$ cat src/source/cpu_pkg.sv
package cpu_pkg;

    // Memory sizes in 32-bit words
    localparam int ROM_WORDS = 256;
    localparam int RAM_WORDS = 256;

    // Memory map
    localparam logic [31:0] ROM_BASE = 32'h0000_0000;
    localparam logic [31:0] RAM_BASE = 32'h0000_1000;
    localparam logic [31:0] LED_ADDR = 32'h0000_2000;
    localparam logic [31:0] SW_ADDR  = 32'h0000_2004;

    localparam logic [31:0] RESET_PC = 32'h0000_0000;

    typedef enum logic [2:0] {
        FETCH_DECODE,
        REG_READ,
        EXECUTE,
        MEM_ACCESS,
        WRITE_BACK
    } cpu_state_t;

    // RV32I major opcodes
    typedef enum logic [6:0] {
        OP_LUI    = 7'b0110111,
        OP_AUIPC  = 7'b0010111,
        OP_JAL    = 7'b1101111,
        OP_JALR   = 7'b1100111,
        OP_BRANCH = 7'b1100011,
        OP_LOAD   = 7'b0000011,
        OP_STORE  = 7'b0100011,
        OP_IMM    = 7'b0010011,
        OP_REG    = 7'b0110011
    } opcode_t;

    typedef enum logic [3:0] {
        ADD, SUB, SLL, SLT, SLTU, XOR, SRL, SRA, OR, AND, PASS_B, PC_ADD
    } alu_op_t;

    typedef enum logic [2:0] {
        NONE, EQ, NE, LT, GE, LTU, GEU, ALWAYS
    } branch_op_t;

    typedef enum logic [1:0] {
        BYTE, HALF, WORD
    } mem_size_t;

    typedef struct packed {
        logic [4:0]  rs1;
        logic [4:0]  rs2;
        logic [4:0]  rd;
        logic        rd_en;
        logic [31:0] imm;
        alu_op_t     alu_op;
        logic        use_imm;
        logic        is_load;
        logic        is_store;
        mem_size_t   mem_size;
        logic        mem_unsigned;
        branch_op_t  branch_op;
        logic        is_jalr;
        logic        is_link;
    } decoded_instr_t;

endpackage

$ cat src/source/rf.sv
`timescale 1ns/1ns

module rf import cpu_pkg::*; (
    input  logic           CLK100MHZ,
    input  logic           rst_n,
    input  cpu_state_t     state,
    input  decoded_instr_t dec,
    input  logic [31:0]    result,
    input  logic [31:0]    load_data,
    output logic [31:0]    rs1_val,
    output logic [31:0]    rs2_val
);

    logic [31:0] regs [32];
    logic [31:0] wb_val;

    assign wb_val = dec.is_load ? load_data : result;

    // x0 is never written, so it keeps its reset value
    always_ff @(posedge CLK100MHZ or negedge rst_n) begin
        if (!rst_n) begin
            for (int i = 0; i < 32; i++) begin
                regs[i] <= '0;
            end
        end else if (state == WRITE_BACK && dec.rd_en && dec.rd != 5'd0) begin
            regs[dec.rd] <= wb_val;
        end
    end

    always_ff @(posedge CLK100MHZ) begin
        if (state == REG_READ) begin
            rs1_val <= regs[dec.rs1];
            rs2_val <= regs[dec.rs2];
        end
    end

endmodule

$ cat config.mk
export PLATFORM = sky130hd
export DESIGN_NAME = rf
export DESIGN_NICKNAME = d
export VERILOG_FILES = /design/src/source/cpu_pkg.sv /design/src/source/rf.sv
export SDC_FILE = /design/constraint.sdc
export NUM_CORES = 2
export LEC_CHECK = 0
export BUFFER_PORTS_ARGS = -buffer_cell sky130_fd_sc_hd__buf_2
export CAP_MARGIN = 15
export CORE_AREA = 5 5 381 233
export DETAILED_ROUTE_END_ITERATION = 7
export DIE_AREA = 0 0 386 238
export PLACE_DENSITY = 0.86
export SLEW_MARGIN = 20
export SYNTH_ARGS = -nofsm -noshare
export SYNTH_HDL_FRONTEND = slang
export SYNTH_SLANG_ARGS = --single-unit
$ cat constraint.sdc
create_clock -name CLK100MHZ -period 2.7 [get_ports CLK100MHZ]
set_input_delay 0.405 -clock CLK100MHZ [delete_from_list [all_inputs] [get_ports CLK100MHZ]]
set_output_delay 0.405 -clock CLK100MHZ [all_outputs]
set_load 0.1 [all_outputs]
Yosys cells after proc, flatten, opt, wreduce, memory -nomap -nowiden:

Index checks and enable logic that the tools add are counted.
W data, S select, Z words.

* $lt $le $gt $ge: 4
* equal/unequal tests: 2
* muxes and demuxes: 10
* bitwise logic cells: 3
* reductions and logical operators: 4

Operator list (count)
* $bwmux W1024: 1
* $bmux W32 S5: 2
* $mux W32: 6
* $demux W32 S5: 1
* $ge A6 B6 Y1 const B: 3
* $not A5 Y6: 3
* $lt A6 B1 Y1 const B: 1
* $reduce_bool A5 Y1: 1
* $eq A3 B1 Y1 const B: 1
* $eq A3 B3 Y1 const B: 1
* $logic_and A1 B1 Y1: 3

* flip-flop bits (word level): 1088
* input bits: 132
* output and inout port bits: 64
* word-level logic and storage cells: 57

Logic depth before layout (Yosys ltp):

* depth in word-level cells: 6
* depth in mapped cells: 8
* mapped depth without buffers: 5

Worst setup path after synthesis:

OpenSTA, ideal clock, no wires.

* path type: input -> register
* start: in state[1]
* end: reg rs1_val[0], enable pin
* setup time: 0.579 ns
* data arrival time: 5.107 ns
* data required time: 2.121 ns
* path slack: -2.986 ns
* stages on the path: 1
* cell sequence: nor3b_1

* word-level cells in the longest chain between the ends: 1

RTL lines
* from (decl): line rf.sv:6 `input cpu_state_t state,`
* $eq A3 B1 Y1: line rf.sv:31 `if (state == REG_READ) begin`
* to (signal assigned): line rf.sv:32 `rs1_val <= regs[dec.rs1];`
* to (decl): line rf.sv:10 `output logic [31:0] rs1_val,`

No other way between the ends.
A chain may end at the register's enable or synchronous reset.

Worst setup path in the final report:

* start: reg rs2_val[18]
* end: out rs2_val[18]

RTL lines
* from (decl): line rf.sv:11 `output logic [31:0] rs2_val`
* from (signal assigned): line rf.sv:33 `rs2_val <= regs[dec.rs2];`

No word-level cell between the ends.

==> run metrics <==
die footprint=roughly 92000 µm²; Critical Path, Cell by Cell=buf_2; grt ovf=0; Leakage Power=29.8 nW; 1st-pass router iterations=8; Max stage delay on crit path=around 540 ps; CP Class=register to output port; VDD IR max=0.572 mV; DRC=9; Clock Path Buffers=3; Total Routing Usage GR=0.406; Via-to-Cell Ratio=around 7; pwr dens=roughly 630 nW/µm²; Setup crit start kind=register; first-pass GRT wire length=about 290000 µm; final setup fails=0; number of distinct library cells after synthesis=32; max-cap viol count=0; failing checks=design-rule violations; RSZ-0062 raised after global routing=no; syn_nets=between 5000 and 6000; Die H=238 µm; sequential area share after synthesis=0.495; Crit-path slowest cell=edfxtp_1; Hold Fails Final Rpt=0; Setup TNS Final=0 ps; clock-pin slew on the worst setup and hold paths=~60 ps; standard-cell rows=83; Avg WL per Cell=between 20 and 30 µm; slew margin rel.=0.213; outcome=finished, violations left; Clock Tree Root=clkbuf_16; CTS Sinks=roughly 1100; Final period util=0.794; CP Max Fanout=1; WL final=191000 µm; I/O Buffers=around 150; Crit path max-delay family=flip-flops; synth warn=0; data required time at the worst endpoint=between 2000 and 2500 ps; I/O pins=196; Layout Utilization=0.741; Netlist Area Pre-Place=between 50000 and 60000 µm²; initial antenna violation count=9; Detail Route Antenna Nets=0; Fin Clk Skew=19.2 ps; Starting Density=0.655; vias in the first global route=about 49000; drt initial violations=between 7000 and 8000; WP buf/inv=1; count of nets after finishing=about 5900; Syn Inst Count=5799; Placer Congestion=a little under 0.9; TritonCTS Buffers=between 90 and 100; Die X=386 µm; Tmin final=between 2000 and 2500 ps; Synth Area per Inst=between 9 and 10 µm²; post-DP HPWL=approximately 110000 µm; CTS tree=built; HP Class=input port to register; Worst Tran Pin Value=between 1000 and 1500 ps; largest net degree at the start of global routing=90; ratio of cells with drive above 1 in the final layout=0.118; Layout area overhead=13.1%; CTS H-tree lvls=3; via count=just under 50000; leading cell types in the layout, fill and taps excluded=mux2i_1, dfrtp_1, a21oi_1; CP endpoint kind=output port; Worst EP arrival=around 1700 ps; FMAX=between 400 and 500 MHz; Slew Viols, Final=0; core area=~85000 µm²; #FFs+latches synth=roughly 1100; clock latency on the worst-skew pair=around 720 ps
==> worst paths after layout <==
kind	from	end	slack, ps	cells after the start
worst max register to register	regs[962]	rs1_val[2]	930	5
min in group asynchronous	rst_n	regs[233]	250	2
worst max-delay path	rs2_val[18]	rs2_val[18]	560	1
worst min register to register	regs[1009]	regs[1009]	400	0
max in group asynchronous	rst_n	regs[504]	1440	4
worst min-delay path	load_data[30]	regs[222]	140	3
==> layer usage <==
layer | up-vias | GRT usage | part of all wire
met3 | 1100 | 0.151 | 0.15
li1 | 20400 | - | -
met1 | 23800 | 0.538 | 0.36
met4 | 12 | 0.228 | 0.065
met2 | 4347 | 0.580 | 0.42
met5 | - | 0 | 0.00035
==> sequential cells by signal, summed over array words and instances, names as in the netlist <==
signal   count
rs1_val     32
regs      1024
rs2_val     32
==> Yosys cell counts <==
master     instances  area [µm²]
a21oi_1          896        4480
nand4_1            1        6.26
nor2b_1            4        25.0
a22oi_1          192        1440
a22o_1           128        1120
nor3_2            11         110
edfxtp_1          64        1920
or4b_1             2        20.0
nor3_1            64         320
nand4bb_1          1        11.3
nor4b_1            4        35.0
clkbuf_1         391        1470
or3b_1             2        17.5
o21ai_0          226        1130
nand2_1          484        1820
buf_1             25        93.8
buf_2            171         856
nor2_2             6        37.5
nor4bb_1           1        10.0
nand4b_1           3        26.3
nand3b_1           3        22.5
or3_1              3        18.8
mux2i_1         1056       10600
o21ai_1           62         310
dfrtp_1         1024       25600
nand3_1          193         966
or2_2              2        12.5
nor3b_1            3        22.5
a31oi_1           64         400
nand2b_1           5        31.3
and2_1             2        12.5
nor2_1           706        2650
==> through the flow <==
stage	std cells	setup WS [ps]	hold WS (ps)	cell area (µm²)	total power, W
floorplan	5799	204	109	55600	0.0224
global placement	6806	366	384	59500	0.0242
detailed placement	6806	258	389	59500	0.0246
CTS	6988	553	120	62900	0.0394
global route	6988	526	203	62900	0.0408
finish	6991	557	144	62900	0.0397
==> power breakdown <==
part	switching [W]	internal (W)
sequential	0.00103	0.0176
clock	0.00652	0.00856
combinational	0.00375	0.00224
total	0.0113	0.0284
==> kinds of logic after synthesis <==
group	count (synthesis)	synth area share
DFF	1088	0.495
muxes	1056	0.190
AOI/OAI and AO/OA	1568	0.160
buffers and inverters	587	0.0435
and+or+nand+nor	1500	0.111
==> area by class of cell <==
type                            instances  area, µm²
Multi-Input combinational cell       4124      26000
Tap cell                             1147       1440
Timing Repair Buffer                  448       4500
Fill cell                            5405      22000
Sequential cell                      1088      27500
Antenna cell                            3       7.51
Clock inverter                         46        537
Clock buffer                          135       2870
==> timing repair <==
action                    4_1_cts  5_1_grt
setup buffers                   0        0
hold buffers                    1        0
hold endpoints to repair       37        0
resized for setup               0        0
Power figures use the tool's default switching activity.
