===== config.mk =====
export PLATFORM = sky130hd
export DESIGN_NAME = decode
export DESIGN_NICKNAME = d
export VERILOG_FILES = /design/src/source/cpu_pkg.sv /design/src/source/decode.sv
export SDC_FILE = /design/constraint.sdc
export NUM_CORES = 1
export LEC_CHECK = 0
export BUFFER_PORTS_ARGS = -buffer_cell sky130_fd_sc_hd__buf_2
export CAP_MARGIN = 20
export CORE_ASPECT_RATIO = 1.75
export CORE_MARGIN = 4
export CORE_UTILIZATION = 35
export DETAILED_ROUTE_END_ITERATION = 6
export GPL_TIMING_DRIVEN = 0
export PLACE_DENSITY = 0.91
export SYNTH_ARGS = -nofsm -noshare
export SYNTH_HDL_FRONTEND = slang
export SYNTH_SLANG_ARGS = --single-unit
export TNS_END_PERCENT = 10

===== constraint.sdc =====
create_clock -name vclk -period 1.9
set_input_delay 0.095 -clock vclk [all_inputs]
set_output_delay 0.095 -clock vclk [all_outputs]
set_load 0.01 [all_outputs]

===== src/source/cpu_pkg.sv =====
package cpu_pkg;

    // Memory sizes in 32-bit words
    localparam int ROM_WORDS = 256;
    localparam int RAM_WORDS = 256;

    // Memory map
    localparam logic [31:0] ROM_BASE = 32'h0000_0000;
    localparam logic [31:0] RAM_BASE = 32'h0000_1000;
    localparam logic [31:0] LED_ADDR = 32'h0000_2000;
    localparam logic [31:0] SW_ADDR  = 32'h0000_2004;

    localparam logic [31:0] RESET_PC = 32'h0000_0000;

    typedef enum logic [2:0] {
        FETCH_DECODE,
        REG_READ,
        EXECUTE,
        MEM_ACCESS,
        WRITE_BACK
    } cpu_state_t;

    // RV32I major opcodes
    typedef enum logic [6:0] {
        OP_LUI    = 7'b0110111,
        OP_AUIPC  = 7'b0010111,
        OP_JAL    = 7'b1101111,
        OP_JALR   = 7'b1100111,
        OP_BRANCH = 7'b1100011,
        OP_LOAD   = 7'b0000011,
        OP_STORE  = 7'b0100011,
        OP_IMM    = 7'b0010011,
        OP_REG    = 7'b0110011
    } opcode_t;

    typedef enum logic [3:0] {
        ADD, SUB, SLL, SLT, SLTU, XOR, SRL, SRA, OR, AND, PASS_B, PC_ADD
    } alu_op_t;

    typedef enum logic [2:0] {
        NONE, EQ, NE, LT, GE, LTU, GEU, ALWAYS
    } branch_op_t;

    typedef enum logic [1:0] {
        BYTE, HALF, WORD
    } mem_size_t;

    typedef struct packed {
        logic [4:0]  rs1;
        logic [4:0]  rs2;
        logic [4:0]  rd;
        logic        rd_en;
        logic [31:0] imm;
        alu_op_t     alu_op;
        logic        use_imm;
        logic        is_load;
        logic        is_store;
        mem_size_t   mem_size;
        logic        mem_unsigned;
        branch_op_t  branch_op;
        logic        is_jalr;
        logic        is_link;
    } decoded_instr_t;

endpackage


===== src/source/decode.sv =====
`timescale 1ns/1ns

module decode import cpu_pkg::*; (
    input  logic [31:0]    instr,
    output decoded_instr_t dec
);

    opcode_t     opcode;
    logic [2:0]  funct3;
    logic [31:0] imm_i;
    logic [31:0] imm_s;
    logic [31:0] imm_b;
    logic [31:0] imm_u;
    logic [31:0] imm_j;

    assign opcode = opcode_t'(instr[6:0]);
    assign funct3 = instr[14:12];

    assign imm_i = {{20{instr[31]}}, instr[31:20]};
    assign imm_s = {{20{instr[31]}}, instr[31:25], instr[11:7]};
    assign imm_b = {{19{instr[31]}}, instr[31], instr[7], instr[30:25], instr[11:8], 1'b0};
    assign imm_u = {instr[31:12], 12'b0};
    assign imm_j = {{11{instr[31]}}, instr[31], instr[19:12], instr[20], instr[30:21], 1'b0};

    // SUB only exists in register form, SRA in both
    function automatic alu_op_t arith_op(input logic [2:0] f3, input logic f7b5,
                                         input logic reg_form);
        case (f3)
            3'd0:    return (reg_form && f7b5) ? SUB : ADD;
            3'd1:    return SLL;
            3'd2:    return SLT;
            3'd3:    return SLTU;
            3'd4:    return XOR;
            3'd5:    return f7b5 ? SRA : SRL;
            3'd6:    return OR;
            default: return AND;
        endcase
    endfunction

    always_comb begin
        dec              = '0;
        dec.rs1          = instr[19:15];
        dec.rs2          = instr[24:20];
        dec.rd           = instr[11:7];
        dec.alu_op       = ADD;
        dec.branch_op    = NONE;
        dec.mem_size     = funct3[1] ? WORD : (funct3[0] ? HALF : BYTE);
        dec.mem_unsigned = funct3[2];
        case (opcode)
            OP_LUI: begin
                dec.rd_en   = 1'b1;
                dec.imm     = imm_u;
                dec.use_imm = 1'b1;
                dec.alu_op  = PASS_B;
            end
            OP_AUIPC: begin
                dec.rd_en  = 1'b1;
                dec.imm    = imm_u;
                dec.alu_op = PC_ADD;
            end
            OP_JAL: begin
                dec.rd_en     = 1'b1;
                dec.imm       = imm_j;
                dec.alu_op    = PC_ADD;
                dec.branch_op = ALWAYS;
                dec.is_link   = 1'b1;
            end
            OP_JALR: begin
                dec.rd_en     = 1'b1;
                dec.imm       = imm_i;
                dec.alu_op    = PC_ADD;
                dec.branch_op = ALWAYS;
                dec.is_jalr   = 1'b1;
                dec.is_link   = 1'b1;
            end
            OP_BRANCH: begin
                dec.imm = imm_b;
                case (funct3)
                    3'd0:    dec.branch_op = EQ;
                    3'd1:    dec.branch_op = NE;
                    3'd4:    dec.branch_op = LT;
                    3'd5:    dec.branch_op = GE;
                    3'd6:    dec.branch_op = LTU;
                    3'd7:    dec.branch_op = GEU;
                    default: dec.branch_op = NONE;
                endcase
            end
            OP_LOAD: begin
                dec.rd_en   = 1'b1;
                dec.imm     = imm_i;
                dec.is_load = 1'b1;
            end
            OP_STORE: begin
                dec.imm      = imm_s;
                dec.is_store = 1'b1;
            end
            OP_IMM: begin
                dec.rd_en   = 1'b1;
                dec.imm     = imm_i;
                dec.use_imm = 1'b1;
                dec.alu_op  = arith_op(funct3, instr[30], 1'b0);
            end
            OP_REG: begin
                dec.rd_en  = 1'b1;
                dec.alu_op = arith_op(funct3, instr[30], 1'b1);
            end
            default: begin
                dec.rd_en = 1'b0;
            end
        endcase
    end

endmodule


== Yosys cells after proc, flatten, opt, wreduce, memory -nomap -nowiden ==
Cells that the tools add are included.
Storage, ports and cells
  register bits after elaboration: 0
  output and inout bits: 63
  logic and storage cells: 39
Operators by class
  equal/unequal tests: 16
  multiplexer cells: 16
  reduce and logical (&&, ||, !) cells: 7
Operator list (number)
  case mux 32 bit (5 select lines): 1
  case mux 4 bit (7 select lines): 2
  equality test 7 x 6 -> 1 bit (second input constant): 3
  equality test 7 bit (second input constant): 3
  case mux 3 bit (6 select lines): 1
  case mux 4 bit (4 select lines): 1
  equality test 7 x 5 -> 1 bit (second input constant): 2
  equality test 3 bit (second input constant): 4
  two-way mux 1 bit: 9
  equality test 7 x 2 -> 1 bit (second input constant): 1
  OR reduction 7 bit: 1
  equality test 3 x 2 -> 1 bit (second input constant): 2
  case mux 3 bit (2 select lines): 1
  OR reduction 2 bit: 3
  OR reduction 3 bit: 2
  equality test 3 x 1 -> 1 bit (second input constant): 1
  logical NOT 3 bit: 1
  two-way mux 2 bit: 1

== Logic depth before layout (Yosys ltp) ==
Gate-level depths: netlist of the first run.
  word-level depth: 3
  mapped depth: 8
  gate-level depth less buffers: 5

== Worst setup path after synthesis of the first run ==
Ideal clock, no wire load.
  path kind: input -> output
  from: input port instr[5]
  to: output port dec[35] (netlist bit)
  arrival time: 1.447 ns
  required time: 1.805 ns
  setup slack: 0.358 ns
  stages: 6
  path buffers: 2
  path through: buf_2 > mux2_2 > o32ai_2 > and2_1 > buf_2 > a21o_1
RTL lines
  start: declaration: line decode.sv:4  | input logic [31:0] instr,
  end: declaration: line decode.sv:5  | output decoded_instr_t dec

==> metrics.md, run 1 <==
| Metric | Value |
|---|---|
| Hold Fails Final Rpt | 0 |
| Final HPWL DP | between 2 and 3 mm |
| Cells after Synth | 115 |
| Routed wire per std cell | 13.3 um |
| Initial core utilization | approximately 37% |
| Antenna violations before repair | 0 |
| Comb power frac | 100.0% |
| First-pass GRT wire length | 4.69 mm |
| Sequential cell area | 0 sq um |
| Final-layout clock buffer total | 0 |
| Hold-fix buffers, CTS | 0 |
| Sequential element share of the synthesized area | 0% |
| PD cells | 154 nW/um^2 |
| Leakage | 0.961 nW |
| Most frequent cells in the layout | buf_2, a21o_1, buf_4, and2_1, o21ai_0 |
| First drt pass iteration count | 4 |
| Die W | 44.1 um |
| GRT overflow | 0 |
| Mux contribution to synthesized area | 1.41% |
| Slowest-stage cell, CP | or4b_4 |
| Layout cells sized above 1 | 58.3% |
| Status | completed |
| Rows | 22 |
| Setup Crit Path Kind | in2out |
| P_int | roughly 0.00010 W |
| Count of input and output buffers | 91 |
| Buf/Inv on CP | 5 |
| Startpoint Class | input pin |
| Synth Area in Compound Gates | about two fifths |
| Pins over their slew limit | 0 |
| Fmax | 568 MHz |
| Critical path capture point type | output port |
| Max Cap Violations | 0 |
| Relative slew slack | 69.5% |
| Post-route ant nets | 0 |
| Final cycle utilization of the critical path | approximately 93% |
| Simple-Gate Fraction of Synth Area | 32.3% |
| Number of global-route vias before repair | 1,076 |
| Overall Global Routing Usage | 18.0% |
| # diodes | 0 |
| Unrepaired setup endpoints after global routing | false |
| Gpl congestion | 0.906 |
| Fin nets | 240 |
| DRC | 0 |
| Total power | 0.000201 W |
| Core box area | between 2000 and 2500 sq um |
| DRT Wirelength | between 3 and 4 mm |
| Clk pwr share | 0% |
| Final min period | between 1.5 and 2 ns |
| Synth Net Count | 147 |
| Arr. time, crit path | 1.67 ns |
| # IOs | 95 |
| Die ar. | 3140 sq um |
| Slowest stage delay, CP | ~0.47 ns |
| Crit path cell chain | buf_2 -> nand4b_4 -> or2_1 -> buf_6 -> inv_4 -> a21o_1 -> buf_6 -> or4b_4 -> buf_2 |
| Vias | 1,158 |
| CP top delay family | simple AND/OR/NAND/NOR gates |
| Slew @ Worst Pin | 0.456 ns |
| Synth Warn # | 0 |
| Most common cell after layout, fill and taps aside | buf_2 |
| Post-Synth Adder-Cell Area | 0% |
| Via density | 5.03 |
| Switching Share | 50.1% |
| Reg power frac | 0% |
| Initial drt markers | 15 |
| CP Data Required Time | 1.80 ns |
| P_sw | between 0.0001 and 0.00015 W |
| Final setup TNS | 0 ns |
| Syn Area/Cell | 6.94 sq um |
| Unique masters post-synth | 35 |
| Pin count of the biggest net entering global routing | 11 |
| Worst-path fanout max | 9 |
| Mapped Area | 798 sq um |
| Hold Path Class | in2out |
| Area grow syn2layout | 63.2% |
| Setup repair bufs after CTS | 0 |
| Largest family of logic cells by synthesized area | compound AO/OA/AOI/OAI gates |
| Sequential cell count | 0 |
| Peak supply drop | about 0.075 mV |
| XOR/XNOR Fraction of Synth Area | 0% |
| Chip height | 71.2 um |
| Setup-failing EPs final | 0 |
==> cells in the mapped netlist, drive strengths merged, types with 2 or more instances <==
library cell | number | area (sq um)
and2 | 8 | 50.1
o21ai | 7 | 35.0
buf | 22 | 164
nor2b | 3 | 18.8
nand2 | 5 | 18.8
o21a | 2 | 15.0
nand3 | 3 | 15.0
nor2 | 6 | 22.5
clkbuf | 5 | 18.8
a21o | 20 | 150
nand2b | 2 | 12.5
nand3b | 3 | 35.0
o221ai | 2 | 17.5
a22o | 5 | 43.8
a21oi | 3 | 15.0
inv | 5 | 21.3
nand4b | 2 | 32.5
==> power groups by stage <==
stage	sequential [W]	combinational, W	clock (W)
CTS	0	0.000199	0
finish	0	0.000201	0
global route	0	0.000220	0
global placement	0	0.000195	0
floorplan	0	0.000107	0
detailed placement	0	0.000199	0
==> worst paths after layout <==
path,start,end,slack [ns],cells after the start
setup / recovery,instr[4],dec[47],0.14,9
hold / removal,instr[14],dec[5],0.37,2
==> metrics by stage <==
step	hold WS [ns]	std cells	setup slack (ns)	util, %	area, sq um
final	0.375	230	0.138	60.7	1300
after global routing	0.386	230	0.0264	60.7	1300
after CTS	0.376	230	0.0420	59.8	1280
after detailed placement	0.376	230	0.0478	59.8	1280
after global placement	0.376	230	0.0550	59.8	1280
after floorplan	0.245	115	0.358	-	798
==> area by class of cell <==
cell class                      instances  area, sq um
Buffer                                 27          184
Fill cell                             223          845
Inverter                                5         21.3
Multi-Input combinational cell         83          612
Tap cell                               24         30.0
Timing Repair Buffer                   91          455
==> cell families (layout without fill, tap and decap cells) <==
| logic type | count (synthesis) | in the layout |
|---|---|---|
| mux | 1 | 1 |
| compound gates | 44 | 44 |
| simple gates | 38 | 38 |
| buf+inv | 32 | 123 |
==> timing repair <==
action	CTS	global route
gates resized for setup	0	4
hold endpoints to repair	0	0
setup endpoints to repair	0	14
==> layer usage <==
| metal | global-route usage (%) | vias to the layer above | routed length, um |
|---|---|---|---|
| met1 | 17.1 | 525 | 976 |
| met5 | 0 | - | 0 |
| met4 | 0.336 | 0 | 0 |
| met2 | 38.6 | 55 | 1750 |
| li1 | - | 578 | - |
| met3 | 3.05 | 0 | 336 |
(Power assumes the default switching activity.)
==> run 2, diff against run 1 <==
--- a/config.mk
+++ b/config.mk
@@ -5,14 +5,16 @@
 export SDC_FILE = /design/constraint.sdc
 export NUM_CORES = 1
 export LEC_CHECK = 0
+export ABC_AREA = 1
 export BUFFER_PORTS_ARGS = -buffer_cell sky130_fd_sc_hd__buf_2
 export CAP_MARGIN = 20
 export CORE_ASPECT_RATIO = 1.75
 export CORE_MARGIN = 4
-export CORE_UTILIZATION = 35
+export CORE_UTILIZATION = 41
 export DETAILED_ROUTE_END_ITERATION = 6
 export GPL_TIMING_DRIVEN = 0
-export PLACE_DENSITY = 0.91
+export PLACE_DENSITY = 0.84
+export SETUP_SLACK_MARGIN = 0.3
 export SYNTH_ARGS = -nofsm -noshare
 export SYNTH_HDL_FRONTEND = slang
 export SYNTH_SLANG_ARGS = --single-unit
==> metrics.md, run 2 <==
| Metric | Value |
|---|---|
| Layout cells sized above 1 | 54.6% (-3.6 points) |
| Post-route ant nets | 0 (unchanged) |
| Post_cts resized | 0 (unchanged) |
| Gpl congestion | 0.877 (-3.1%) |
| Pins over their slew limit | 0 (unchanged) |
| # IOs | 95 (unchanged) |
| Via density | 5.00 (-0.76%) |
| Slew @ Worst Pin | 0.266 ns (-0.189 ns) |
| Most frequent cell after synthesis | nand2_1 |
| Startpoint Class | input pin |
| Critical path capture point type | output port |
| Number of global-route vias before repair | 1,420 (+32%) |
| Post-DP Area | 1660 sq um (+30%) |
| Hold Path Class | in2out |
| Setup repair bufs after CTS | 0 (unchanged) |
| First-pass GRT wire length | 6.22 mm (+32%) |
| Final-layout clock buffer total | 0 (unchanged) |
| Pin count of the biggest net entering global routing | 11 (unchanged) |
| Sequential cell area | 0 sq um (unchanged) |
| Vias | 1,534 (+32%) |
| Status | completed |
| Synth Area in Compound Gates | 13.2% (-28 points) |
| Top post-synthesis cells by area | nand4_2, nand2_1, buf_4, nand3_1, buf_6 |
| Count of input and output buffers | 94 (+3.3%) |
| Sequential cell count | 0 (unchanged) |
| Chip height | 78.3 um (+10%) |
| PnR worst setup slack | 0.598 ns (+0.460 ns) |
| Routed wire per std cell | 12.6 um (-5.6%) |
| Leakage | 1.15 nW (+19%) |
| CP Data Required Time | 1.80 ns (about the same) |
| Fillers | 279 (+25%) |
| Final min period | 1.30 ns (-0.460 ns) |
| Core box area | 2720 sq um (+27%) |
| Rows | 25 (+14%) |
| First drt pass iteration count | 4 (unchanged) |
| Largest family of logic cells by synthesized area | simple AND/OR/NAND/NOR gates |
| Worst-path fanout max | 10 (+1) |
| Antenna violations before repair | 0 (unchanged) |
| Arr. time, crit path | 1.21 ns (-0.46 ns) |
| Dpl ws | 0.595 ns (+0.547 ns) |
| Max Cap Violations | 0 (unchanged) |
| # diodes | 0 (unchanged) |
| Final HPWL DP | 3.40 mm (+26%) |
| Unrepaired setup endpoints after global routing | false |
| Final instance area | 1660 sq um (+28%) |
| Overall Global Routing Usage | 20.5% (+2.5 points) |
| Hold-fix buffers, CTS | 0 (unchanged) |
| Simple-Gate Fraction of Synth Area | 59.9% (+28 points) |
| Synth Warn # | 0 (unchanged) |
| Syn Area/Cell | 6.23 sq um (-10%) |
| Fmax | 768 MHz (+35%) |
| Setup-failing EPs final | 0 (unchanged) |
| Final setup TNS | 0 ns (unchanged) |
| XOR/XNOR Fraction of Synth Area | 0% (unchanged) |
| Hold path cells | 3 (+1) |
| Setup Crit Path Kind | in2out |
| PD cells | 134 nW/um^2 (-13%) |
| Fin nets | 314 (+31%) |
| Synth Net Count | 218 (+48%) |
| DRT Wirelength | 3.87 mm (+26%) |
| Mapped Area | 1160 sq um (+45%) |
| Initial drt markers | 21 (+6) |
| Die W | 48.2 um (+9.3%) |
| Relative slew slack | 82.2% (+13 points) |
| GRT overflow | 0 (unchanged) |
| Leading area contributor after synthesis | nand4_2 |
| Cells after Synth | 186 (+62%) |
| Peak supply drop | 0.0768 mV (+2.1%) |
| Post-synth top cells | nand2_1, nand3_1, buf_4 |
| DRC | 0 (unchanged) |
| Multi-input gate area | 847 sq um (+38%) |
| Most frequent cells in the layout | buf_2, nand2_1, nand3_1, buf_4, inv_1 |
| Sequential element share of the synthesized area | 0% (unchanged) |
| Hold Fails Final Rpt | 0 (unchanged) |
| Total power | 0.000224 W (+11%) |
| Area grow syn2layout | 43.5% |
| Yosys top cell area share | 14.0% (-4.8 points) |
| Mux contribution to synthesized area | 0% (-1.4 points) |
| Post-Synth Adder-Cell Area | 0% (unchanged) |
| Most common cell after layout, fill and taps aside | buf_2 |
| Unique masters post-synth | 23 (-34%) |
| Final cycle utilization of the critical path | 68.5% (-24 points) |
| Die ar. | 3770 sq um (+20%) |
| Initial core utilization | 42.6% (+5.4 points) |
## run 2: metal layers
layer | wire length (um) | up-vias | GRT usage, %
li1 | - | 805 | -
met1 | 1340 | 665 | 23.6
met2 | 2210 | 56 | 37.8
met3 | 231 | 8 | 1.38
met4 | 82 | 0 | 4.58
met5 | 0 | - | 0
## run 2: layout make-up
class	instances	share of cell area, %
multi-input cells	138	50.9
repair buffers	94	28.3
plain buffers	27	13.7
inverters	21	5.04
well taps	27	2.03
## run 2: through the flow
stage | utilization, % | hold WS (ns) | cells
floorplan | - | 0.282 | 186
global placement | 61.1 | 0.474 | 307
detailed placement | 61.1 | 0.478 | 307
CTS | 61.1 | 0.480 | 307
global route | 61.1 | 0.492 | 307
finish | 61.1 | 0.477 | 307
## run 2: final timing paths
kind                  start       to  slack [ns]
setup / recovery   instr[3]  dec[33]        0.60
hold / removal    instr[18]  dec[61]        0.48
## run 2: kinds of logic after synthesis
logic type	Yosys count
AOI/OAI and AO/OA	27
and+or+nand+nor	111
buffers and inverters	48
## run 2: critical path: stages
cell and delay, ns:
buf_2 0.10, inv_1 0.07, nand2_1 0.08, nor2_4 0.18
nand2_4 0.08, nand3_2 0.15, nand2_4 0.08, buf_8 0.15
nand4_1 0.07, buf_2 0.14
## run 2: power breakdown
group | total [W] | internal (W) | switching [W]
registers | 0 | 0 | 0
clock network | 0 | 0 | 0
logic | 0.000224 | 0.000100 | 0.000124
total | 0.000224 | 0.000100 | 0.000124
